### src/logic/serial_link_pkg.sv
// Dimensions and frame format of the serial link.
// RTL and testbench refer to these definitions by scoped names.

`default_nettype none

package serial_link_pkg;

  // Link dimensions
  localparam int unsigned NumLanes      = 4;
  localparam int unsigned NarrowWidth   = 16;
  localparam int unsigned WideWidth     = 32;
  localparam int unsigned FrameHdrWidth = 4;
  localparam int unsigned FrameWidth    = FrameHdrWidth + WideWidth;
  localparam int unsigned BeatsPerFrame = FrameWidth / NumLanes;

  // Beat timing of the physical layer
  localparam int unsigned MaxClkDiv     = 8;
  localparam int unsigned ClkDivWidth   = 4;
  localparam int unsigned BeatCntWidth  = $clog2(BeatsPerFrame);

  typedef logic [ClkDivWidth-1:0]  clk_div_t;
  typedef logic [BeatCntWidth-1:0] beat_cnt_t;

  localparam beat_cnt_t LastBeat = beat_cnt_t'(BeatsPerFrame - 1);

  // Header kind, steers the frame to one receive output
  typedef enum logic [FrameHdrWidth-1:0] {
    kind_narrow = 4'h1,
    kind_wide   = 4'h2
  } frame_kind_e;

  // Header in the top bits, narrow data zero-extended in the low bits
  // Beats leave least significant nibble first
  typedef struct packed {
    frame_kind_e          kind;
    logic [WideWidth-1:0] data;
  } frame_t;

endpackage

`default_nettype wire

### src/logic/serial_link_reg_pkg.sv
// Register map of the link configuration block.
// Addresses and control bit positions, shared with the testbench.

`default_nettype none

package serial_link_reg_pkg;

  localparam int unsigned CfgDataWidth = 8;
  localparam int unsigned CtrlWidth    = 3;

  typedef enum logic [1:0] {
    addr_ctrl     = 2'd0,
    addr_clk_div  = 2'd1,
    addr_tx_count = 2'd2
  } cfg_addr_e;

  // Bits of the control register
  localparam int unsigned CtrlClkEnaBit    = 0;
  localparam int unsigned CtrlIsoNarrowBit = 1;
  localparam int unsigned CtrlIsoWideBit   = 2;

  localparam int unsigned ClkDivReset = 1;

endpackage

`default_nettype wire

### src/logic/link_arbiter.sv
// Round-robin arbiter between the narrow and wide sources.
// Builds the link frame of the winner and hands it to the serializer.

`timescale 1ns/1ps
`default_nettype none

module link_arbiter (
  input  wire logic                                   clk_i,
  input  wire logic                                   rst_n_i,
  input  wire logic [serial_link_pkg::NarrowWidth-1:0] narrow_data_i,
  input  wire logic                                   narrow_valid_i,
  output logic                                        narrow_ready_o,
  input  wire logic [serial_link_pkg::WideWidth-1:0]   wide_data_i,
  input  wire logic                                   wide_valid_i,
  output logic                                        wide_ready_o,
  input  wire logic                                   iso_narrow_i,
  input  wire logic                                   iso_wide_i,
  output logic [serial_link_pkg::FrameWidth-1:0]      frame_o,
  output logic                                        frame_valid_o,
  input  wire logic                                   tx_ready_i
);

  logic narrow_req;
  logic wide_req;
  logic sel_wide;
  // High when the wide channel has priority
  logic rr_q;
  serial_link_pkg::frame_t frame;

  // Isolated channels never request
  assign narrow_req = narrow_valid_i & ~iso_narrow_i;
  assign wide_req   = wide_valid_i & ~iso_wide_i;

  // Wide wins on priority, or when narrow has nothing to send
  assign sel_wide = narrow_req ? (wide_req & rr_q) : (wide_req | rr_q);

  assign narrow_ready_o = tx_ready_i & ~iso_narrow_i & ~sel_wide;
  assign wide_ready_o   = tx_ready_i & ~iso_wide_i & sel_wide;
  assign frame_valid_o  = sel_wide ? wide_req : narrow_req;

  always_comb begin
    frame.data = '0;
    if (sel_wide) begin
      frame.kind = serial_link_pkg::kind_wide;
      frame.data = wide_data_i;
    end else begin
      frame.kind = serial_link_pkg::kind_narrow;
      frame.data[serial_link_pkg::NarrowWidth-1:0] = narrow_data_i;
    end
  end

  assign frame_o = frame;

  // Priority goes to the other channel after every grant
  always_ff @(posedge clk_i or negedge rst_n_i) begin
    if (!rst_n_i) begin
      rr_q <= 1'b0;
    end else if (frame_valid_o && tx_ready_i) begin
      rr_q <= ~sel_wide;
    end
  end

  a_ready_onehot: assert property (@(posedge clk_i) disable iff (!rst_n_i)
    !(narrow_ready_o && wide_ready_o));

endmodule

`default_nettype wire

### src/logic/phy_tx.sv
// Transmit serializer of the physical layer.
// Sends one frame as nine beats of four lanes, each beat held for clk_div cycles.

`timescale 1ns/1ps
`default_nettype none

module phy_tx (
  input  wire logic                                 clk_i,
  input  wire logic                                 rst_n_i,
  input  wire logic [serial_link_pkg::FrameWidth-1:0] frame_i,
  input  wire logic                                 frame_valid_i,
  output logic                                      tx_ready_o,
  input  wire serial_link_pkg::clk_div_t            clk_div_i,
  output logic [serial_link_pkg::NumLanes-1:0]      lane_o,
  output logic                                      lane_valid_o,
  output logic                                      frame_sent_o
);

  typedef enum logic {
    tx_idle,
    tx_send
  } tx_state_e;

  tx_state_e                          state_q;
  logic [serial_link_pkg::FrameWidth-1:0] shift_q;
  serial_link_pkg::clk_div_t          div_cnt_q;
  serial_link_pkg::clk_div_t          div_eff;
  serial_link_pkg::beat_cnt_t         beat_cnt_q;
  logic                               beat_end;
  logic                               frame_sent_q;

  // Zero divider behaves like one
  assign div_eff  = (clk_div_i == '0) ? serial_link_pkg::clk_div_t'(1) : clk_div_i;
  assign beat_end = (div_cnt_q >= div_eff - 1'b1);

  assign tx_ready_o   = (state_q == tx_idle);
  assign lane_o       = shift_q[serial_link_pkg::NumLanes-1:0];
  assign lane_valid_o = (state_q == tx_send) && (div_cnt_q == '0);
  assign frame_sent_o = frame_sent_q;

  ////////////////////////////////////////////////////////////////////////////
  // Beat sequencing
  ////////////////////////////////////////////////////////////////////////////

  always_ff @(posedge clk_i or negedge rst_n_i) begin
    if (!rst_n_i) begin
      state_q      <= tx_idle;
      div_cnt_q    <= '0;
      beat_cnt_q   <= '0;
      frame_sent_q <= 1'b0;
    end else begin
      frame_sent_q <= 1'b0;
      case (state_q)
        tx_idle: begin
          if (frame_valid_i) begin
            state_q    <= tx_send;
            div_cnt_q  <= '0;
            beat_cnt_q <= '0;
          end
        end
        tx_send: begin
          if (beat_end) begin
            div_cnt_q <= '0;
            if (beat_cnt_q == serial_link_pkg::LastBeat) begin
              state_q      <= tx_idle;
              frame_sent_q <= 1'b1;
            end else begin
              beat_cnt_q <= beat_cnt_q + 1'b1;
            end
          end else begin
            div_cnt_q <= div_cnt_q + 1'b1;
          end
        end
        default: state_q <= tx_idle;
      endcase
    end
  end

  // Frame shifts down one nibble at the end of every beat
  always_ff @(posedge clk_i) begin
    if (tx_ready_o && frame_valid_i) begin
      shift_q <= frame_i;
    end else if ((state_q == tx_send) && beat_end) begin
      shift_q <= shift_q >> serial_link_pkg::NumLanes;
    end
  end

  // At the last beat only the header nibble remains unless a frame was loaded mid-send
  a_no_accept_busy: assert property (@(posedge clk_i) disable iff (!rst_n_i)
    ((state_q == tx_send) && (beat_cnt_q == serial_link_pkg::LastBeat)) |->
      ((shift_q >> serial_link_pkg::NumLanes) == '0));

endmodule

`default_nettype wire

### src/logic/phy_rx.sv
// Receive deserializer of the physical layer.
// Collects nine lane beats and delivers the frame to the output its header names.

`timescale 1ns/1ps
`default_nettype none

module phy_rx (
  input  wire logic [serial_link_pkg::NumLanes-1:0] lane_i,
  input  wire logic                                lane_valid_i,
  input  wire logic                                clk_i,
  input  wire logic                                rst_n_i,
  output logic [serial_link_pkg::NarrowWidth-1:0]  narrow_data_o,
  output logic                                     narrow_valid_o,
  output logic [serial_link_pkg::WideWidth-1:0]    wide_data_o,
  output logic                                     wide_valid_o
);

  logic [serial_link_pkg::FrameWidth-1:0] shift_q;
  serial_link_pkg::beat_cnt_t             beat_cnt_q;
  logic                                   done_q;
  serial_link_pkg::frame_t                frame;

  // First beat ends up in the lowest nibble
  always_ff @(posedge clk_i) begin
    if (lane_valid_i) begin
      shift_q <= {lane_i, shift_q[serial_link_pkg::FrameWidth-1:serial_link_pkg::NumLanes]};
    end
  end

  always_ff @(posedge clk_i or negedge rst_n_i) begin
    if (!rst_n_i) begin
      beat_cnt_q <= '0;
      done_q     <= 1'b0;
    end else begin
      done_q <= 1'b0;
      if (lane_valid_i) begin
        if (beat_cnt_q == serial_link_pkg::LastBeat) begin
          beat_cnt_q <= '0;
          done_q     <= 1'b1;
        end else begin
          beat_cnt_q <= beat_cnt_q + 1'b1;
        end
      end
    end
  end

  // Unknown kinds are dropped
  assign frame          = serial_link_pkg::frame_t'(shift_q);
  assign narrow_valid_o = done_q && (frame.kind == serial_link_pkg::kind_narrow);
  assign wide_valid_o   = done_q && (frame.kind == serial_link_pkg::kind_wide);
  assign narrow_data_o  = frame.data[serial_link_pkg::NarrowWidth-1:0];
  assign wide_data_o    = frame.data;

  a_valid_exclusive: assert property (@(posedge clk_i) disable iff (!rst_n_i)
    !(narrow_valid_o && wide_valid_o));

endmodule

`default_nettype wire

### src/logic/link_config_regs.sv
// Configuration and status registers of the link.
// Simple write port with combinational read, frame counter fed by the serializer.

`timescale 1ns/1ps
`default_nettype none

module link_config_regs (
  input  wire logic                                        clk_i,
  input  wire logic                                        rst_n_i,
  input  wire logic                                        cfg_we_i,
  input  wire logic [1:0]                                  cfg_addr_i,
  input  wire logic [serial_link_reg_pkg::CfgDataWidth-1:0] cfg_wdata_i,
  output logic [serial_link_reg_pkg::CfgDataWidth-1:0]     cfg_rdata_o,
  input  wire logic                                        frame_sent_i,
  output logic                                             clk_ena_o,
  output logic                                             iso_narrow_o,
  output logic                                             iso_wide_o,
  output serial_link_pkg::clk_div_t                        clk_div_o
);

  logic [serial_link_reg_pkg::CtrlWidth-1:0]    ctrl_q;
  serial_link_pkg::clk_div_t                    clk_div_q;
  logic [serial_link_reg_pkg::CfgDataWidth-1:0] tx_count_q;
  serial_link_reg_pkg::cfg_addr_e               addr;

  assign addr = serial_link_reg_pkg::cfg_addr_e'(cfg_addr_i);

  // Writes above the largest divider are clamped
  always_ff @(posedge clk_i or negedge rst_n_i) begin
    if (!rst_n_i) begin
      ctrl_q    <= '0;
      clk_div_q <= serial_link_pkg::clk_div_t'(serial_link_reg_pkg::ClkDivReset);
    end else if (cfg_we_i) begin
      case (addr)
        serial_link_reg_pkg::addr_ctrl: begin
          ctrl_q <= cfg_wdata_i[serial_link_reg_pkg::CtrlWidth-1:0];
        end
        serial_link_reg_pkg::addr_clk_div: begin
          if (cfg_wdata_i > serial_link_pkg::MaxClkDiv) begin
            clk_div_q <= serial_link_pkg::clk_div_t'(serial_link_pkg::MaxClkDiv);
          end else begin
            clk_div_q <= cfg_wdata_i[serial_link_pkg::ClkDivWidth-1:0];
          end
        end
        default: ;
      endcase
    end
  end

  // Wraps at 256 frames
  always_ff @(posedge clk_i or negedge rst_n_i) begin
    if (!rst_n_i) begin
      tx_count_q <= '0;
    end else if (frame_sent_i) begin
      tx_count_q <= tx_count_q + 1'b1;
    end
  end

  always_comb begin
    cfg_rdata_o = '0;
    case (addr)
      serial_link_reg_pkg::addr_ctrl:     cfg_rdata_o[serial_link_reg_pkg::CtrlWidth-1:0] = ctrl_q;
      serial_link_reg_pkg::addr_clk_div:  cfg_rdata_o[serial_link_pkg::ClkDivWidth-1:0] = clk_div_q;
      serial_link_reg_pkg::addr_tx_count: cfg_rdata_o = tx_count_q;
      default:                            cfg_rdata_o = '0;
    endcase
  end

  assign clk_ena_o    = ctrl_q[serial_link_reg_pkg::CtrlClkEnaBit];
  assign iso_narrow_o = ctrl_q[serial_link_reg_pkg::CtrlIsoNarrowBit];
  assign iso_wide_o   = ctrl_q[serial_link_reg_pkg::CtrlIsoWideBit];
  assign clk_div_o    = clk_div_q;

  a_clk_div_range: assert property (@(posedge clk_i) disable iff (!rst_n_i)
    clk_div_q <= serial_link_pkg::clk_div_t'(serial_link_pkg::MaxClkDiv));

endmodule

`default_nettype wire

### src/logic/serial_link.sv
// Top level of the serial link.
// Two sources share the lanes through the arbiter, the receiver splits frames by kind.

`timescale 1ns/1ps
`default_nettype none

module serial_link (
  input  wire logic                                   clk_i,
  input  wire logic                                   rst_n_i,
  input  wire logic [serial_link_pkg::NarrowWidth-1:0] narrow_data_i,
  input  wire logic                                   narrow_valid_i,
  output logic                                        narrow_ready_o,
  input  wire logic [serial_link_pkg::WideWidth-1:0]   wide_data_i,
  input  wire logic                                   wide_valid_i,
  output logic                                        wide_ready_o,
  output logic [serial_link_pkg::NarrowWidth-1:0]     narrow_data_o,
  output logic                                        narrow_valid_o,
  output logic [serial_link_pkg::WideWidth-1:0]       wide_data_o,
  output logic                                        wide_valid_o,
  output logic [serial_link_pkg::NumLanes-1:0]        lane_o,
  output logic                                        lane_valid_o,
  input  wire logic [serial_link_pkg::NumLanes-1:0]    lane_i,
  input  wire logic                                   lane_valid_i,
  input  wire logic                                   cfg_we_i,
  input  wire logic [1:0]                             cfg_addr_i,
  input  wire logic [7:0]                             cfg_wdata_i,
  output logic [7:0]                                  cfg_rdata_o,
  output logic                                        clk_ena_o
);

  logic [serial_link_pkg::FrameWidth-1:0] frame;
  logic                                   frame_valid;
  logic                                   tx_ready;
  logic                                   frame_sent;
  logic                                   iso_narrow;
  logic                                   iso_wide;
  serial_link_pkg::clk_div_t              clk_div;

  ////////////////////////////////////////////////////////////////////////////
  // Transmit path
  ////////////////////////////////////////////////////////////////////////////

  link_arbiter i_link_arbiter (
    .clk_i          ( clk_i          ),
    .rst_n_i        ( rst_n_i        ),
    .narrow_data_i  ( narrow_data_i  ),
    .narrow_valid_i ( narrow_valid_i ),
    .narrow_ready_o ( narrow_ready_o ),
    .wide_data_i    ( wide_data_i    ),
    .wide_valid_i   ( wide_valid_i   ),
    .wide_ready_o   ( wide_ready_o   ),
    .iso_narrow_i   ( iso_narrow     ),
    .iso_wide_i     ( iso_wide       ),
    .frame_o        ( frame          ),
    .frame_valid_o  ( frame_valid    ),
    .tx_ready_i     ( tx_ready       )
  );

  phy_tx i_phy_tx (
    .clk_i         ( clk_i        ),
    .rst_n_i       ( rst_n_i      ),
    .frame_i       ( frame        ),
    .frame_valid_i ( frame_valid  ),
    .tx_ready_o    ( tx_ready     ),
    .clk_div_i     ( clk_div      ),
    .lane_o        ( lane_o       ),
    .lane_valid_o  ( lane_valid_o ),
    .frame_sent_o  ( frame_sent   )
  );

  ////////////////////////////////////////////////////////////////////////////
  // Receive path and registers
  ////////////////////////////////////////////////////////////////////////////

  phy_rx i_phy_rx (
    .clk_i          ( clk_i          ),
    .rst_n_i        ( rst_n_i        ),
    .lane_i         ( lane_i         ),
    .lane_valid_i   ( lane_valid_i   ),
    .narrow_data_o  ( narrow_data_o  ),
    .narrow_valid_o ( narrow_valid_o ),
    .wide_data_o    ( wide_data_o    ),
    .wide_valid_o   ( wide_valid_o   )
  );

  link_config_regs i_link_config_regs (
    .clk_i        ( clk_i       ),
    .rst_n_i      ( rst_n_i     ),
    .cfg_we_i     ( cfg_we_i    ),
    .cfg_addr_i   ( cfg_addr_i  ),
    .cfg_wdata_i  ( cfg_wdata_i ),
    .cfg_rdata_o  ( cfg_rdata_o ),
    .frame_sent_i ( frame_sent  ),
    .clk_ena_o    ( clk_ena_o   ),
    .iso_narrow_o ( iso_narrow  ),
    .iso_wide_o   ( iso_wide    ),
    .clk_div_o    ( clk_div     )
  );

endmodule

`default_nettype wire

### config.mk
export PLATFORM = sky130hd
export DESIGN_NAME = serial_link
export DESIGN_NICKNAME = d
export VERILOG_FILES = /design/src/logic/serial_link_pkg.sv /design/src/logic/serial_link_reg_pkg.sv /design/src/logic/link_arbiter.sv /design/src/logic/phy_tx.sv /design/src/logic/phy_rx.sv /design/src/logic/link_config_regs.sv /design/src/logic/serial_link.sv
export SDC_FILE = /design/constraint.sdc
export NUM_CORES = 1
export LEC_CHECK = 0
export BUFFER_PORTS_ARGS = -buffer_cell sky130_fd_sc_hd__buf_2
export CAP_MARGIN = 20
export CORE_ASPECT_RATIO = 1.4
export CORE_UTILIZATION = 52
export CTS_CLUSTER_SIZE = 20
export DETAILED_ROUTE_END_ITERATION = 7
export GPL_TIMING_DRIVEN = 0
export PLACE_DENSITY = 0.8
export SYNTH_ARGS = -nofsm -noshare
export SYNTH_HDL_FRONTEND = slang
export SYNTH_SLANG_ARGS = --single-unit
### constraint.sdc
create_clock -name clk_i -period 3.9 [get_ports clk_i]
set_input_delay 1.17 -clock clk_i [delete_from_list [all_inputs] [get_ports clk_i]]
set_output_delay 1.17 -clock clk_i [all_outputs]
set_load 0.01 [all_outputs]
==> impl_results.md <==
- Clock network latency to the later pin of the worst-skew pair: about 340 ps
- Wirelength, routed: approximately 9200 um
- Global router's overall resource usage: 0.2092
- Cts repair resizes: 0
- Total power divided by cell area: 613.2 nW/um2
- Library cell contributing the largest single delay on the critical path: sky130_fd_sc_hd__a222oi_1
- Top flip-flop cell by instance count after synthesis: sky130_fd_sc_hd__edfxtp_1
- Maximum number of pins on one net before global-route repair: 44
- Internal reg-to-reg setup slack: between 1000 and 1500 ps
- Syn avg cell area: ~13 um2
- Crit-path most repeated cell: sky130_fd_sc_hd__buf_2
- Max_cap viols: 0
- Cell taking the most area after synthesis: sky130_fd_sc_hd__edfxtp_1
- Global-route wire length before repair: 14360 um
- Basic-gate share of the synthesized area counting and, or, nand and nor cells: 0.06999
- Number of buffers added on ports: 133
- Number of sinks driven by the clock tree: 101
- Number of hold-repair buffers added at the cts stage: 0
- Routed vias: approximately 3100
- Num ports: ~130
- Full die area: 9326 um2
- Flip-flop and latch count after synthesis: approximately 100
- Critical path origin: cfg_addr_i[0]
- Clk slew on worst S/H paths: 60 ps
- Number of global-route vias before repair: between 3000 and 4000
- Cell types occupying the most area after synthesis: sky130_fd_sc_hd__edfxtp_1, sky130_fd_sc_hd__dfrtp_1, sky130_fd_sc_hd__buf_4
- Vias per cell: between 5 and 6
- Width of the chip: 81.91 um
- Clock tree from TritonCTS: done
- Final critical-path share of the clock period: 0.8659
- Destination of the worst register-to-register timing path: i_phy_tx.shift_q[0]$_DFFE_PP_
- Synth cell count leaders: sky130_fd_sc_hd__edfxtp_1, sky130_fd_sc_hd__buf_4, sky130_fd_sc_hd__dfrtp_1
- Antenna violations before repair: 0
- Result of the run: completed
- Top fanout value on the critical path: 8
- Net count after synthesis: 431
- Async set-or-reset flop fraction in the synthesized netlist: 0.3069
- Fmax achieved: a little under 300 MHz
- Area of the core: about 8600 um2
- Final RePlAce weighted congestion: 0.8224
- Cells after synthesis: roughly 350
- Setup Skew: between 7 and 8 ps
- Yosys warns: 0
- Depth of the worst register-to-register path: 8
- Post-synthesis mux area share: 0.01642
- Number of nets in the layout: 575
- H-Tree Depth: 3
- Largest buffer count on any clock path: 2
- Number of iterations in the first detailed-routing pass: 5
- Post-synth EDFFs: 70
- Standard-cell row count: 40
- Leakage: roughly 2.7 nW
- RSZ-0062 raised after global routing: no
- Final count of pins violating max slew: 0
- Vert. Die Dim: about 110 um
- Net Sw Frac: 0.2774
- Switching power summed over all nets: between 0.9 and 1 mW
- Filler Cells Inserted: 639
- Last element of the critical path: cfg_rdata_o[2]
- Final setup violation count: 0
- Combinational group share of total power: 0.246
- Hpwl dp: about 6500 um
- Main combinational cell family by area after synthesis: buffers and inverters
- Post-synthesis cell area: ~4600 um2
- Critical Path End Type: output pin
- Peak supply drop: roughly 0.31 mV
- Post-synth top area share: 0.4522
- Most common cell in the synthesized netlist: sky130_fd_sc_hd__edfxtp_1
- Parity-gate share of the synthesized area counting xor and xnor cells: 0.01884
- Launching point of the worst reg2reg path: i_link_config_regs.clk_div_o[2]$_DFFE_PN0P_
- Final routed DRC violation total: 0
- Yosys cell types: 47
- Actual slew at the worst max-slew pin: a little under 1000 ps
- Adder-Cell Fraction of Synth Area: 0.04522
- Data required time at the worst endpoint: around 2700 ps
- Ordered cell list for the critical path: buf_2, inv_1, ha_1, a222oi_1, nor2_1, buf_2
- Residual antenna-violating net count after detailed routing: 0
- Starting density of the core: 0.5400
- Sequential share of power: 0.488
- Worst Path Arrival: between 2000 and 2500 ps
- Portion of the post-synthesis area used by sequential elements: 0.6194
- Critical path class: in -> out
- Placed cell areas: about 5500 um2
- Rel. slew slack: 0.3538
- Fin area: approximately 5800 um2
- Number of post-CTS setup repair buffers: 0
- Nature of the critical path startpoint: primary input
- Layout-stage area growth over the synthesis result: 24.15%
- CTS root buf: sky130_fd_sc_hd__clkbuf_16
- Fraction of layout instances using a drive strength above 1: 0.4395
- CTS Buf Count: 9
- Final hold violation count: 0
- Clock share of power: 0.266
- Min Tclk post-route: between 3000 and 4000 ps
- Antenna cells: 0
- Share of the synthesized area in compound gates (AO/OA/AOI/OAI): 0.1147
- Overall overflow remaining after global route: 0
- DRC marker count from the first detailed-route iteration: between 200 and 250
- Pint: 2.557 mW
- Final core utilization: 0.6703
- Maximum cell stage delay along the critical path: between 300 and 400 ps
- Hold Path Class: reg -> reg
- Average wire per standard cell: around 15 um
- Total Power: around 3.5 mW
[routing by layer]
metal	GRT usage	vias up	wire (um)
li1	-	1526	-
met2	0.3532	113	4681
met1	0.2505	1472	3784
met4	0.08070	0	147
met5	0	-	0
met3	0.05520	11	569
[placed cells by master (no fill, tap or decap), types with 2 or more instances in the layout]
cell type                     n
sky130_fd_sc_hd__clkbuf_1     5
sky130_fd_sc_hd__a22o_1      19
sky130_fd_sc_hd__nor3_1       4
sky130_fd_sc_hd__o21ai_0      6
sky130_fd_sc_hd__a21o_1       3
sky130_fd_sc_hd__nand2b_1     2
sky130_fd_sc_hd__inv_1       28
sky130_fd_sc_hd__nor2_1      13
sky130_fd_sc_hd__nand2_1     14
sky130_fd_sc_hd__nand4_1      2
sky130_fd_sc_hd__and2_1       6
sky130_fd_sc_hd__ha_1        16
sky130_fd_sc_hd__edfxtp_1    70
sky130_fd_sc_hd__nor3b_1      2
sky130_fd_sc_hd__mux2_2       5
sky130_fd_sc_hd__xnor2_1      6
sky130_fd_sc_hd__clkinv_2     3
sky130_fd_sc_hd__nand3_1      6
sky130_fd_sc_hd__dfrtp_1     30
sky130_fd_sc_hd__buf_2      136
sky130_fd_sc_hd__or4_1        2
sky130_fd_sc_hd__a21oi_1      3
sky130_fd_sc_hd__xor2_1       4
sky130_fd_sc_hd__a222oi_1    19
sky130_fd_sc_hd__buf_4       53
sky130_fd_sc_hd__nor2b_1      2
sky130_fd_sc_hd__bufinv_16    2
sky130_fd_sc_hd__or3_1        2
sky130_fd_sc_hd__clkbuf_16    9
sky130_fd_sc_hd__mux2i_1      2
[final cells by class]
type	instances	area (um2)	share of cell area
inverters	29	108.9	0.01886
repair buffers	133	665.6	0.1154
multi-input cells	157	1240	0.2149
flip-flops and latches	101	2879	0.4989
plain buffers	60	427.9	0.07415
clock buffers	11	242.7	0.04206
clock inverters	5	75.07	0.01301
well taps	105	131.4	0.02277
[how the worst min path moves through the flow]
| stage | to | slack [ps] | cells after the start | from |
|---|---|---|---|---|
| 6_report | i_phy_rx.frame[13]$_DFFE_PP_ | 450 | 0 | i_phy_rx.frame[17]$_DFFE_PP_ |
| 4_1_cts | i_phy_rx.frame[13]$_DFFE_PP_ | 450 | 0 | i_phy_rx.frame[17]$_DFFE_PP_ |
| 2_1_floorplan | i_phy_rx.frame[31]$_DFFE_PP_ | 430 | 0 | i_phy_rx.frame[35]$_DFFE_PP_ |
| 5_1_grt | i_phy_rx.frame[22]$_DFFE_PP_ | 460 | 0 | i_phy_rx.frame[26]$_DFFE_PP_ |
| 3_5_place_dp | i_phy_rx.frame[13]$_DFFE_PP_ | 440 | 0 | i_phy_rx.frame[17]$_DFFE_PP_ |
| 3_3_place_gp | i_phy_rx.frame[22]$_DFFE_PP_ | 430 | 0 | i_phy_rx.frame[26]$_DFFE_PP_ |
[cell families after synthesis]
kind of cell	Yosys count
mux	7
fa+ha+maj	17
compound gates	62
xor+xnor	10
simple gates	61
buf+inv	89
flops	101
[state kept, by name, indices dropped and copies added (netlist names), 3 cells and up]
name                           cells
i_phy_tx.beat_cnt_q                4
i_link_config_regs.clk_div_o       4
i_phy_rx.beat_cnt_q                4
i_phy_tx.shift_q                  34
i_link_config_regs.tx_count_q      8
i_phy_tx.div_cnt_q                 4
i_link_config_regs.ctrl_q          3
i_phy_rx.frame                    36
[critical path, delay by kind of cell]
kind | cells | cell delay [ps]
buffers and inverters | 3 | 290
adders and majority gates | 1 | 280
AOI/OAI and AO/OA | 1 | 390
and+or+nand+nor | 1 | 70
[through the flow]
step | worst slack, ps | setup TNS [ps] | hold slack [ps] | cells
2_1_floorplan | 456.9 | 0 | 427.2 | 347
3_3_place_gp | -301.8 | -10370 | 430.9 | 585
3_5_place_dp | 563.0 | 0 | 436.7 | 585
4_1_cts | 555.4 | 0 | 454.2 | 601
5_1_grt | 484.9 | 0 | 461.6 | 601
6_report | 522.9 | 0 | 449.1 | 601
[power groups by stage]
stage | clock network [mW] | registers, mW | logic, mW
3_5_place_dp | 0 | 1.74 | 0.872
2_1_floorplan | 0 | 1.69 | 0.638
3_3_place_gp | 0 | 1.74 | 0.819
5_1_grt | 1.01 | 1.76 | 0.976
4_1_cts | 0.966 | 1.73 | 0.877
6_report | 0.943 | 1.73 | 0.869
Power figures use the tool's default switching activity.
